[src/include/lin_params.svh]
/* Build-time sizes shared by the whole linearizer.
   Channel and segment counts must be powers of two */
`ifndef LIN_PARAMS_SVH
`define LIN_PARAMS_SVH

// Width of a raw sample and of a linearized result
`define LIN_DATA_WIDTH 16

// Number of independent sensor channels
`define LIN_N_CHANNELS 4

// Segments per channel, each with one bound and one gain
`define LIN_N_SEGMENTS 4

// Width of a channel number
`define LIN_CH_WIDTH ($clog2(`LIN_N_CHANNELS))

// Width of a segment number
`define LIN_SEG_WIDTH ($clog2(`LIN_N_SEGMENTS))

// Entry index covers all bounds followed by all gains of one channel
`define LIN_ENTRY_WIDTH ($clog2(2 * `LIN_N_SEGMENTS))

`endif

[src/lin_pkg.sv]
/* Types shared by the linearizer modules; widths come from lin_params.svh.
   Gains are unsigned Q1.16, so the largest gain is just below 2.0 */
`include "lin_params.svh"

package lin_pkg;

    typedef logic [`LIN_DATA_WIDTH-1:0] sample_t;

    // One integer bit and LIN_DATA_WIDTH fraction bits, 1.0 is 2**16
    typedef logic [`LIN_DATA_WIDTH:0] gain_t;

    typedef logic [`LIN_CH_WIDTH-1:0] channel_t;

    typedef logic [`LIN_SEG_WIDTH-1:0] segment_t;

    // Entries 0..N-1 are the bounds, entries N..2N-1 are the gains
    typedef logic [`LIN_ENTRY_WIDTH-1:0] entry_t;

    typedef enum logic [1:0] {
        ST_IDLE,
        ST_CONFIG,
        ST_RUN
    } seq_state_t;

    typedef enum logic [2:0] {
        OP_NOP    = 3'd0,
        OP_CONFIG = 3'd1,
        OP_SELECT = 3'd2,
        OP_WRITE  = 3'd3,
        OP_START  = 3'd4,
        OP_STOP   = 3'd5
    } cfg_opcode_t;

endpackage

[src/cal_sequencer.sv]
/* Calibration command sequencer. Writes and selects are honoured only in CONFIG;
   the write and clear pulses are combinational so the table updates on the command edge */
`timescale 1ns/1ps

module cal_sequencer
    import lin_pkg::*;
(
    input  logic        clock,
    input  logic        rst_n,
    input  logic        cfg_valid,
    input  cfg_opcode_t cfg_opcode,
    input  sample_t     cfg_data,
    output logic        running,
    output logic        entry_write,
    output channel_t    write_channel,
    output sample_t     write_data,
    output logic        index_clear
);

    seq_state_t state;
    seq_state_t state_next;
    logic       in_config;

    assign in_config = (state == ST_CONFIG);

    always_comb begin
        state_next = state;
        if (cfg_valid) begin
            case (cfg_opcode)
                // Entering CONFIG from CONFIG is harmless, so no state check
                OP_CONFIG: state_next = ST_CONFIG;
                OP_START: begin
                    if (in_config) begin
                        state_next = ST_RUN;
                    end
                end
                OP_STOP:   state_next = ST_IDLE;
                default:   state_next = state;
            endcase
        end
    end

    always_ff @(posedge clock) begin
        if (!rst_n) begin
            state <= ST_IDLE;
        end else begin
            state <= state_next;
        end
    end

    // Table access strobes, only while configuring
    assign entry_write = cfg_valid && in_config && (cfg_opcode == OP_WRITE);
    assign index_clear = cfg_valid && in_config && (cfg_opcode == OP_SELECT);
    assign write_data  = cfg_data;

    // The selected channel stays until the next SELECT
    always_ff @(posedge clock) begin
        if (!rst_n) begin
            write_channel <= '0;
        end else if (index_clear) begin
            write_channel <= channel_t'(cfg_data);
        end
    end

    assign running = (state == ST_RUN);

    a_state_legal: assert property (
        @(posedge clock) disable iff (!rst_n)
        state inside {ST_IDLE, ST_CONFIG, ST_RUN}
    );

endmodule

[src/table_index_counter.sv]
/* Entry pointer for calibration writes. Wraps after the last gain,
   so a ninth write without SELECT lands on bound 0 again */
`timescale 1ns/1ps
`include "lin_params.svh"

module table_index_counter
    import lin_pkg::*;
(
    input  logic   clock,
    input  logic   rst_n,
    input  logic   entry_write,
    input  logic   index_clear,
    output entry_t entry_index
);

    localparam entry_t LAST_ENTRY = entry_t'(2 * `LIN_N_SEGMENTS - 1);

    always_ff @(posedge clock) begin
        if (!rst_n) begin
            entry_index <= '0;
        end else if (index_clear) begin
            entry_index <= '0;
        end else if (entry_write) begin
            if (entry_index == LAST_ENTRY) begin
                entry_index <= '0;
            end else begin
                entry_index <= entry_index + 1'b1;
            end
        end
    end

    // Both pulses come from one decoded opcode in the sequencer
    a_write_clear_exclusive: assert property (
        @(posedge clock) disable iff (!rst_n)
        !(entry_write && index_clear)
    );

endmodule

[src/cal_table.sv]
/* Bound and gain registers for every channel. Gain writes take 16-bit Q1.15 data and
   append a zero fraction bit, so only gains below 2.0 can be loaded. Reads are combinational */
`timescale 1ns/1ps
`include "lin_params.svh"

module cal_table
    import lin_pkg::*;
(
    input  logic                          clock,
    input  logic                          rst_n,
    input  logic                          entry_write,
    input  channel_t                      write_channel,
    input  sample_t                       write_data,
    input  entry_t                        entry_index,
    input  channel_t                      read_channel,
    output sample_t [`LIN_N_SEGMENTS-1:0] bound_row,
    input  channel_t                      gain_channel,
    input  segment_t                      gain_segment,
    output gain_t                         gain
);

    sample_t [`LIN_N_SEGMENTS-1:0] bounds [`LIN_N_CHANNELS];
    gain_t   [`LIN_N_SEGMENTS-1:0] gains  [`LIN_N_CHANNELS];

    logic     is_gain;
    segment_t entry_segment;

    // Upper half of the index range addresses gains
    assign is_gain = (entry_index >= entry_t'(`LIN_N_SEGMENTS));

    // With a power-of-two segment count the low bits give the segment in both halves
    assign entry_segment = segment_t'(entry_index);

    always_ff @(posedge clock) begin
        if (!rst_n) begin
            for (int c = 0; c < `LIN_N_CHANNELS; c++) begin
                bounds[c] <= '0;
                gains[c]  <= '0;
            end
        end else if (entry_write) begin
            if (is_gain) begin
                // Written gain is Q1.15, a zero bit below turns it into Q1.16
                gains[write_channel][entry_segment] <= {write_data, 1'b0};
            end else begin
                bounds[write_channel][entry_segment] <= write_data;
            end
        end
    end

    // Stage 1 needs the whole bound row of the incoming channel
    assign bound_row = bounds[read_channel];

    // Stage 2 needs one gain, picked by the registered channel and segment
    assign gain = gains[gain_channel][gain_segment];

endmodule

[src/segment_select.sv]
/* First pipeline stage. Bounds are assumed ascending; a sample below bound 0
   falls into segment 0. The mode is captured with each sample */
`timescale 1ns/1ps
`include "lin_params.svh"

module segment_select
    import lin_pkg::*;
(
    input  logic                          clock,
    input  logic                          rst_n,
    input  logic                          in_valid,
    input  channel_t                      in_channel,
    input  sample_t                       in_data,
    input  logic                          running,
    input  sample_t [`LIN_N_SEGMENTS-1:0] bound_row,
    output logic                          s1_valid,
    output channel_t                      s1_channel,
    output sample_t                       s1_data,
    output segment_t                      s1_segment,
    output logic                          s1_linearize
);

    logic [`LIN_N_SEGMENTS-1:0] at_or_above;
    segment_t                   segment;

    // One comparator per bound of the sample's channel
    always_comb begin
        for (int k = 0; k < `LIN_N_SEGMENTS; k++) begin
            at_or_above[k] = (in_data >= bound_row[k]);
        end
    end

    // The highest bound reached selects the segment
    always_comb begin
        segment = '0;
        for (int k = 0; k < `LIN_N_SEGMENTS; k++) begin
            if (at_or_above[k]) begin
                segment = segment_t'(k);
            end
        end
    end

    always_ff @(posedge clock) begin
        if (!rst_n) begin
            s1_valid <= 1'b0;
        end else begin
            s1_valid <= in_valid;
        end
    end

    always_ff @(posedge clock) begin
        if (in_valid) begin
            s1_channel   <= in_channel;
            s1_data      <= in_data;
            s1_segment   <= segment;
            s1_linearize <= running;
        end
    end

endmodule

[src/gain_multiplier.sv]
/* Second pipeline stage. Result is data times a Q1.16 gain, shifted right by 16
   and clipped to full scale; samples taken in bypass pass unchanged */
`timescale 1ns/1ps
`include "lin_params.svh"

module gain_multiplier
    import lin_pkg::*;
(
    input  logic     clock,
    input  logic     rst_n,
    input  logic     s1_valid,
    input  channel_t s1_channel,
    input  sample_t  s1_data,
    input  segment_t s1_segment,
    input  logic     s1_linearize,
    input  gain_t    gain,
    output logic     out_valid,
    output channel_t out_channel,
    output sample_t  out_data
);

    localparam int W = `LIN_DATA_WIDTH;

    logic [2*W:0] product;
    logic [W:0]   scaled;
    sample_t      result;

    // Full-width product, then drop the fraction bits
    assign product = s1_data * gain;
    assign scaled  = product[2*W:W];

    always_comb begin
        if (!s1_linearize) begin
            result = s1_data;
        end else if (scaled[W]) begin
            // Gains near 2.0 can overflow the output range
            result = '1;
        end else begin
            result = scaled[W-1:0];
        end
    end

    always_ff @(posedge clock) begin
        if (!rst_n) begin
            out_valid <= 1'b0;
        end else begin
            out_valid <= s1_valid;
        end
    end

    always_ff @(posedge clock) begin
        if (s1_valid) begin
            out_channel <= s1_channel;
            out_data    <= result;
        end
    end

    // Stage 1 valid feeds through here, so an X would show up here too
    a_out_valid_known: assert property (
        @(posedge clock) disable iff (!rst_n)
        !$isunknown(out_valid)
    );

endmodule

[src/linearizer_top.sv]
/* Multi-channel sensor linearizer with a fixed 2-cycle latency and no back-pressure.
   Downstream logic must take each result in the cycle out_valid is high */
`timescale 1ns/1ps
`include "lin_params.svh"

module linearizer_top
    import lin_pkg::*;
(
    input  logic        clock,
    input  logic        rst_n,
    input  logic        in_valid,
    input  channel_t    in_channel,
    input  sample_t     in_data,
    output logic        out_valid,
    output channel_t    out_channel,
    output sample_t     out_data,
    input  logic        cfg_valid,
    input  cfg_opcode_t cfg_opcode,
    input  sample_t     cfg_data,
    output logic        running
);

    logic                          entry_write;
    logic                          index_clear;
    channel_t                      write_channel;
    sample_t                       write_data;
    entry_t                        entry_index;
    sample_t [`LIN_N_SEGMENTS-1:0] bound_row;
    gain_t                         gain;

    logic                          s1_valid;
    channel_t                      s1_channel;
    sample_t                       s1_data;
    segment_t                      s1_segment;
    logic                          s1_linearize;

    cal_sequencer cal_sequencer_i (
        .clock         (clock),
        .rst_n         (rst_n),
        .cfg_valid     (cfg_valid),
        .cfg_opcode    (cfg_opcode),
        .cfg_data      (cfg_data),
        .running       (running),
        .entry_write   (entry_write),
        .write_channel (write_channel),
        .write_data    (write_data),
        .index_clear   (index_clear)
    );

    table_index_counter table_index_counter_i (
        .clock       (clock),
        .rst_n       (rst_n),
        .entry_write (entry_write),
        .index_clear (index_clear),
        .entry_index (entry_index)
    );

    // Bounds follow the incoming sample, the gain follows stage 1
    cal_table cal_table_i (
        .clock         (clock),
        .rst_n         (rst_n),
        .entry_write   (entry_write),
        .write_channel (write_channel),
        .write_data    (write_data),
        .entry_index   (entry_index),
        .read_channel  (in_channel),
        .bound_row     (bound_row),
        .gain_channel  (s1_channel),
        .gain_segment  (s1_segment),
        .gain          (gain)
    );

    segment_select segment_select_i (
        .clock        (clock),
        .rst_n        (rst_n),
        .in_valid     (in_valid),
        .in_channel   (in_channel),
        .in_data      (in_data),
        .running      (running),
        .bound_row    (bound_row),
        .s1_valid     (s1_valid),
        .s1_channel   (s1_channel),
        .s1_data      (s1_data),
        .s1_segment   (s1_segment),
        .s1_linearize (s1_linearize)
    );

    gain_multiplier gain_multiplier_i (
        .clock        (clock),
        .rst_n        (rst_n),
        .s1_valid     (s1_valid),
        .s1_channel   (s1_channel),
        .s1_data      (s1_data),
        .s1_segment   (s1_segment),
        .s1_linearize (s1_linearize),
        .gain         (gain),
        .out_valid    (out_valid),
        .out_channel  (out_channel),
        .out_data     (out_data)
    );

endmodule

[config.mk]
export PLATFORM = sky130hd
export DESIGN_NAME = linearizer_top
export DESIGN_NICKNAME = d
export VERILOG_FILES = /design/src/lin_pkg.sv /design/src/cal_sequencer.sv /design/src/table_index_counter.sv /design/src/cal_table.sv /design/src/segment_select.sv /design/src/gain_multiplier.sv /design/src/linearizer_top.sv
export VERILOG_INCLUDE_DIRS = /design/src /design/src/include
export SDC_FILE = /design/constraint.sdc
export NUM_CORES = 1
export LEC_CHECK = 0
export BUFFER_PORTS_ARGS = -buffer_cell sky130_fd_sc_hd__buf_2
export CAP_MARGIN = 20
export CORE_MARGIN = 5
export CORE_UTILIZATION = 25
export CTS_CLUSTER_SIZE = 12
export DETAILED_ROUTE_END_ITERATION = 10
export PLACE_DENSITY = 0.45
export SYNTH_ARGS = -nofsm -noshare
export SYNTH_HDL_FRONTEND = slang
export SYNTH_SLANG_ARGS = --single-unit
[constraint.sdc]
create_clock -name clock -period 9.3 [get_ports clock]
set_clock_uncertainty 0.2 [all_clocks]
set_input_delay 0.93 -clock clock [delete_from_list [all_inputs] [get_ports clock]]
set_output_delay 0.93 -clock clock [all_outputs]
set_load 0.05 [all_outputs]
; Word level (Yosys, flattened, before mapping)
; Memory sizes are Yosys's and may differ from the RTL's. A register that Yosys moved wholly into a read port is not among the register bits.
; Cells that the tools add are included.
[totals]
reg_bits = 48
mem_bits_rw = 512
inputBits = 41
output_inout_bits = 20
wordCells = 72
mem_count = 2
[memory_table]
columns = name, depth, width, rd, rd_ports_with_merged_regs, wr, line_no
row1 = cal_table_i.bounds, 4, 64, 1, 0, 4, cal_table.sv:22  ; sample_t [`LIN_N_SEGMENTS-1:0] bounds [`LIN_N_CHANNELS];
row2 = cal_table_i.gains, 4, 64, 1, 1, 4, cal_table.sv:23  ; gain_t [`LIN_N_SEGMENTS-1:0] gains [`LIN_N_CHANNELS];
[classes]
n_addsub = 1
n_mul = 1
order_cmp = 7
eq_ne = 9
n_mux = 29
bitwise = 1
reduce_logical = 10
[op_table]
columns = operator, count
row1 = $mux 64, 5
row2 = $reduce_or 64->1, 2
row3 = $mux 68, 1
row4 = $ge 16x16->1, 3
row5 = $mux 16, 3
row6 = $bmux 17 s2, 1
row7 = $demux 17 s2, 1
row8 = $mux 17, 2
row9 = $mul 16x17->33, 1
row10 = $demux 16 s2, 1
row11 = $eq 3x3->1 const B, 3
row12 = $mux 1, 9
row13 = $mux 2, 4
row14 = $eq 3x2->1 const B, 2
row15 = $lt 2x3->1 const B, 2
row16 = $pmux 2 s3, 1
row17 = $logic_and 1x1->1, 4
row18 = $reduce_or 2->1, 2
row19 = $add 3x1->3 const B, 1
row20 = $eq 3x1->1 const B, 1
row21 = $ge 3x3->1 const B, 1
row22 = $mux 3, 1
row23 = $reduce_and 3->1, 1
row24 = $reduce_bool 3->1, 1
row25 = other kinds (5), 5

; Logic depth before layout (Yosys ltp)
; Gate-level depths: netlist of the first run.
[logic_depth]
word_depth = 8
depth_mapped = 31
ltp_nobuf = 28

; Modules after synthesis
; From an unflattened synthesis of the first run, not the netlist that was laid out.
[hier_totals]
cells_unflattened = 2610
area_unflattened_um2 = 33656.0
[by_module_without_submodules]
columns = mod, instances, cells_each, area_per_inst_um2, seq_area_each_um2
row1 = cal_table, 1, 1334, 21808.4, 15374.7
row2 = gain_multiplier, 1, 1034, 9496.6, 560.5
row3 = segment_select, 1, 186, 1855.5, 650.6
row4 = cal_sequencer, 1, 42, 347.8, 80.1
row5 = table_index_counter, 1, 14, 147.6, 60.1

; Worst setup path after synthesis of the first run
; Ideal clock, no wire load.
[synth_path]
path_type = flip-flop to flip-flop
start = register with a tool-made name
end = register gain_multiplier_i.out_data[10], data pin
setup_ns = 0.256
arrival_time_ns = 7.754
t_required_ns = 8.844
setup_slack_ns = 1.090
path_stages_with_launch = 28
n_path_buf = 5
synth_period_minus_slack_ns = 8.210
cell_sequence = dfxtp_1 -> buf_2 -> buf_2 -> buf_2 -> mux4_2 -> mux4_2 -> clkbuf_1 -> nand2_1 -> fa_1 -> fa_1 -> inv_1 -> fa_1 -> fa_1 -> fa_1 -> inv_1 -> fa_1 -> inv_1 -> ha_1 -> a21o_1 -> a21o_1 -> a21o_1 -> a2111oi_0 -> nor2_1 -> a311oi_4 -> mux2i_1 -> nand3_2 -> buf_6 -> o22a_1
[synth_rtl]
columns = element, line_no
row1 = to (signal assigned), gain_multiplier.sv:54  ; out_data <= result;
row2 = to (decl), gain_multiplier.sv:19  ; output sample_t out_data

==> impl_metrics.py, run 1 <==
metrics = {
    "outcome": {
        "outcome": "finished clean",
    },
    "sta": {
        "timing.final.crit_share_pct": 93.5,
        "setup_viol": 0,
        "max_freq_mhz": 115,
        "rsz0062_at_grt": "false",
        "min_period_ns": 8.69,
        "worstMarginPinSlew_ns": 1.02,
        "relSlewSlack_pct": 31.5,
        "drv_slew": 0,
        "setup_tns_ns": 0,
        "hold_violations": 0,
    },
    "finish": {
        "design_area_mm2": 0.0342,
        "fill_cells": 12312,
        "drive_gt1_share_pct": 14.2,
        "area_delta_synth_final_pct": 14.2,
        "fin_nets": 2830,
        "utilization_pct": 28.7,
        "finalNonFillerCells": 4099,
    },
    "worst_setup_path": {
        "worst_path_dominant_cell_family": "adder cells",
        "cp_common_cell": "fa_1",
        "crit_chain": "buf_12 > mux4_2 > mux4_2 > and2_1 > fa_1 > inv_1 > fa_1 > fa_1 > inv_1 > fa_1 > fa_1 > inv_1 > fa_1 > inv_1 > ha_1 > a21oi_1 > nand2_1 > o311ai_4 > o211ai_4 > a311oi_4 > mux2i_1 > nand3_2 > o22a_2",
        "worst-path-buf-inv": 5,
        "cp_slowest_stage_delay_ns": 0.71,
        "cp_max_fo": 32,
        "required_ns": 9.47,
        "arrival_ns": 8.86,
        "critPathKind": "reg2reg",
        "reg2reg_setup_slack_ns": 0.61,
        "worstSetupEndpointType": "flop",
        "start_kind": "flop",
        "slowest_stage": "mux4_2",
    },
    "placed_design": {
        "dpl-instance-area_mm2": 0.0323,
        "gp_congestion": 0.807,
        "io_buffer_count": 60,
        "dp_cells": 3993,
        "dp_hpwl_um": 59600,
    },
    "die": {
        "die_y_um": 356,
        "dieArea_mm2": 0.127,
        "start_util_pct": 25.1,
        "core_area_mm2": 0.119,
        "rows": 127,
        "die-width_um": 356,
        "ios": 61,
    },
    "clocking": {
        "clk_latency_ns": 0.65,
        "cts_resized": 0,
        "clkSinkCount": 498,
        "clockBufferDepth": 3,
        "clkTransAtPathRegs_ns": 0.06,
        "ctsHoldBuffers": 0,
        "cts_tree": "yes",
        "cts-root-buf": "clkbuf_16",
        "post_cts_buffers": 0,
        "cts_made_buffers": 59,
        "htree_levels": 2,
    },
    "worst_hold_path": {
        "min_path_type": "reg2reg",
    },
    "global_route": {
        "grt_pass1_wl_um": 134000,
        "antenna_found_initial": 3,
        "grt_util_all_layers_pct": 14.1,
        "grt_overflow": 0,
        "grt_pass1_vias": 20324,
        "grt_start_max_net_pins": 51,
    },
    "logic_synthesis": {
        "synth_edf_count": 487,
        "synthFlopType": "edfxtp_1",
        "synthDistinctLibCells": 69,
        "synth_seq_cells": 498,
        "yosysWarnings": 0,
        "synth-async-reset-ratio_pct": 0,
        "ys_top_cells_by_area": "edfxtp_1 49%, fa_1 13%, mux4_2 8.9%, ha_1 6.4%, nor2_1 4.5%",
        "synth.most_common_cell": "edfxtp_1",
        "synth_top_area_share_pct": 48.8,
        "syn_area_mm2": 0.0300,
        "avgSynthCellArea_um2": 12.6,
        "synth_common_cells": "487 x edfxtp_1, 360 x nor2_1, 310 x inv_1",
        "synth_top_area_cell": "edfxtp_1",
        "yosysSeqAreaShare_pct": 49.5,
        "synthCells": 2384,
        "syn_nets": 2772,
    },
    "route": {
        "wl_per_cell_um": 21.9,
        "antenna_left": 0,
        "wl_met2_um": 43300,
        "routed_wl_um": 89800,
        "vias": 18634,
        "drt-initial-drc-count": 1453,
        "wl_met1_um": 39200,
        "drc": 0,
        "dr.max_layer_used": "met4",
        "routed-wl-met3_um": 5550,
        "vias_per_cell": 4.55,
        "first_pass_iters": 5,
    },
    "flow_run": {
        "maxCapViolations": 0,
    },
}
[sequential cells by signal, indices dropped and copies added, names as in the netlist, named ones only]
| signal | count |
|---|---|
| cal_table_i.bounds | 192 |
| cal_table_i.gains | 256 |
| table_index_counter_i.entry_index | 3 |
| cal_sequencer_i.write_channel | 2 |
| segment_select_i.s1_segment | 2 |
| cal_sequencer_i.state | 2 |
| gain_multiplier_i.out_data | 16 |
| segment_select_i.s1_linearize | 1 |
| gain_multiplier_i.out_channel | 2 |
| gain_multiplier_i.out_valid | 1 |
| segment_select_i.s1_channel | 2 |
| segment_select_i.s1_valid | 1 |
| segment_select_i.s1_data | 16 |
[cells by family after synthesis]
| family | share of synthesized area (%) |
|---|---|
| simple gates | 11.8 |
| flops | 49.5 |
| buf+inv | 5.56 |
| xor+xnor | 0.526 |
| compound gates | 3.75 |
| mux | 9.60 |
| fa+ha+maj | 19.3 |
[per-stage QoR]
stage	worst slack, ns	hold slack (ns)
global route	0.0526	0.285
floorplan	1.09	0.222
global placement	0.622	0.234
detailed placement	0.557	0.238
CTS	0.549	0.259
finish	0.608	0.251
[layout make-up]
class / instances / area, µm² / share of cell area (%)
clock buffers: 77 / 1580 / 4.63
well taps: 1612 / 2020 / 5.89
diodes: 2 / 5.00 / 0.0146
inverters: 310 / 1160 / 3.40
repair buffers: 118 / 788 / 2.30
multi-input cells: 1455 / 13500 / 39.5
flip-flops and latches: 498 / 14800 / 43.4
clock inverters: 27 / 308 / 0.899
[metal layers]
layer	GRT usage, %	vias up
met5	0	-
met4	3.23	0
met3	2.64	108
met2	23.8	565
met1	18.8	9724
li1	-	8237
[worst paths after layout]
kind	startpoint	to	cells past startpoint
setup / recovery	flop	gain_multiplier_i.out_data[2]	23
hold / removal	segment_select_i.s1_channel[1]	gain_multiplier_i.out_channel[1]	0
setup reg to reg	flop	gain_multiplier_i.out_data[2]	23
hold reg to reg	segment_select_i.s1_channel[1]	gain_multiplier_i.out_channel[1]	0
[cells in the final DEF (no fill, tap or decap), types with 9 or more instances in the layout]
cell	instances
edfxtp_1	487
nor2_1	360
inv_1	310
nand2_1	231
fa_1	193
ha_1	154
mux4_2	119
and2_1	118
clkbuf_16	59
buf_2	59
buf_4	55
a21o_1	37
nand3_1	35
a21oi_1	29
o21ai_0	19
mux2i_1	14
clkbuf_1	14
xnor2_1	12
nor2b_1	10
nand2b_1	9
o22a_1	9
dfxtp_1	9
clkinv_1	9
Power of run 1 is not shown: default switching activity piles up to over one toggle a cycle in this logic, so the estimate is an artifact.
==> run 2, diff against run 1 <==
==> constraint.sdc (replaced) <==
create_clock -name clock -period 10.85 [get_ports clock]
set_clock_uncertainty 0.2 [all_clocks]
set_input_delay 1.085 -clock clock [delete_from_list [all_inputs] [get_ports clock]]
set_output_delay 1.085 -clock clock [all_outputs]
set_load 0.05 [all_outputs]
==> run 2 against run 1 <==
Compared with the run above:
- register-to-register slack better by 1.4 ns
- via count down 0.44%
- fmax down 1.8%
- count of clock-buffer cells in the layout down 13
- routed wire length down 1.9%
- flip-flop and latch count unchanged
- largest cell class unchanged
- design area down 0.83%
- highest routed layer is now met5
- critical path depth unchanged
- setup slack better by 1.4 ns
- cell count down 0.34%
- core utilization down 0.24 points
==> impl_metrics.py, run 2 (same netlist as run 1, synthesis figures left out) <==
metrics = {
    "die": {
        "die-width_um": 356,
        "dieArea_mm2": 0.127,
        "ios": 61,
        "start_util_pct": 25.1,
        "core_area_mm2": 0.119,
        "rows": 127,
        "die_y_um": 356,
    },
    "sta": {
        "drv_slew": 0,
        "relSlewSlack_pct": 27.7,
        "setup_viol": 0,
        "hold_violations": 0,
        "min_period_ns": 8.85,
        "setup_tns_ns": 0,
        "timing.final.crit_share_pct": 81.6,
        "rsz0062_at_grt": "false",
        "max_freq_mhz": 113,
        "worstMarginPinSlew_ns": 1.08,
    },
    "route": {
        "first_pass_iters": 5,
        "drt-initial-drc-count": 1467,
        "drc": 0,
        "vias": 18552,
        "antenna_left": 0,
        "wl_per_cell_um": 21.6,
        "routed_wl_um": 88100,
        "vias_per_cell": 4.54,
    },
    "worst_setup_path": {
        "critPathKind": "reg2reg",
        "worstSetupEndpointType": "flop",
        "slowest_stage": "dfxtp_2",
        "arrival_ns": 9.04,
        "cp_common_cell": "fa_1",
        "worst_path_dominant_cell_family": "adder cells",
        "required_ns": 11.03,
        "cp_slowest_stage_delay_ns": 0.92,
        "worst-path-buf-inv": 5,
        "crit_chain": "buf_12 > mux4_2 > mux4_2 > and2_1 > fa_1 > inv_1 > fa_1 > fa_1 > inv_1 > fa_1 > fa_1 > inv_1 > fa_1 > inv_1 > ha_1 > nand3_1 > nor3_1 > o311ai_4 > o211ai_4 > a311oi_4 > mux2i_1 > nand3_2 > o22a_2",
        "start_kind": "flop",
        "cp_max_fo": 37,
    },
    "clocking": {
        "cts-root-buf": "clkbuf_16",
        "ctsHoldBuffers": 0,
        "cts_resized": 0,
        "clkSinkCount": 498,
        "cts_tree": "yes",
        "clkTransAtPathRegs_ns": 0.06,
        "clk_latency_ns": 0.63,
        "clockBufferDepth": 3,
        "cts_made_buffers": 55,
        "post_cts_buffers": 0,
        "htree_levels": 2,
    },
    "placed_design": {
        "io_buffer_count": 60,
        "dp_hpwl_um": 59800,
        "gp_congestion": 0.776,
    },
    "finish": {
        "largest_register_ffs": 256,
        "drive_gt1_share_pct": 13.8,
        "final_cell_mix": "487 x edfxtp_1, 360 x nor2_1, 310 x inv_1",
        "fin_nets": 2819,
        "area_delta_synth_final_pct": 13.2,
        "regMostFlops": "cal_table_i.gains",
        "fill_cells": 12354,
        "layout_commonest_cell": "edfxtp_1",
        "reg_top3": "cal_table_i.gains: 256 flops, cal_table_i.bounds: 192 flops",
    },
    "global_route": {
        "grt_pass1_wl_um": 132000,
        "antenna_found_initial": 5,
        "grt_start_max_net_pins": 59,
        "grt_util_all_layers_pct": 13.9,
        "grt_overflow": 0,
        "grt_pass1_vias": 20275,
    },
    "outcome": {
        "outcome": "finished clean",
    },
    "worst_hold_path": {
        "min_path_type": "reg2reg",
    },
    "flow_run": {
        "maxCapViolations": 0,
    },
}
run 2: cell types whose count changed in the layout (fill, tap and decap cells not counted), sizes merged:
| cell | delta |
|---|---|
| clkbuf | -13 |
| clkinv | +10 |
| buf | -7 |
| diode | -1 |
| clkinvlp | +1 |
| inv | -2 |
| bufinv | -2 |
run 2: per-layer routing:
layer  track usage (%)  wire [µm]
met5                 0         13
met4              3.30       1950
met3              2.44       5270
met2              23.5      42300
met1              18.7      38500
run 2: final timing paths:
kind	startpoint	end	slack, ns	cells past startpoint
setup reg to reg	flop	gain_multiplier_i.out_data[3]	2.00	23
setup / recovery	flop	gain_multiplier_i.out_data[3]	2.00	23
hold reg to reg	segment_select_i.s1_channel[0]	gain_multiplier_i.out_channel[0]	0.26	0
hold / removal	segment_select_i.s1_channel[0]	gain_multiplier_i.out_channel[0]	0.26	0
run 2: through the flow:
step           area, µm²  worst slack [ns]  instances  hold WS (ns)  utilization (%)
2_1_floorplan      30000              2.64       2384         0.222                -
3_3_place_gp       32200              1.77       3983         0.235             27.0
3_5_place_dp       32200              1.70       3983         0.250             27.0
4_1_cts            33900              1.67       4081         0.260             28.4
5_1_grt            34000              1.47       4084         0.276             28.4
6_report           34000              2.00       4085         0.255             28.4
run 2: area by class of cell:
class / count / area (µm²) / share of cell area (%)
Antenna cell: 1 / 2.50 / 0.00737
Tap cell: 1612 / 2020 / 5.94
Timing Repair Buffer: 111 / 733 / 2.16
Multi-Input combinational cell: 1455 / 13500 / 39.8
Clock inverter: 34 / 254 / 0.748
Clock buffer: 64 / 1410 / 4.15
Sequential cell: 498 / 14800 / 43.7
Inverter: 310 / 1160 / 3.43
Power of run 2 is left out for the same reason.
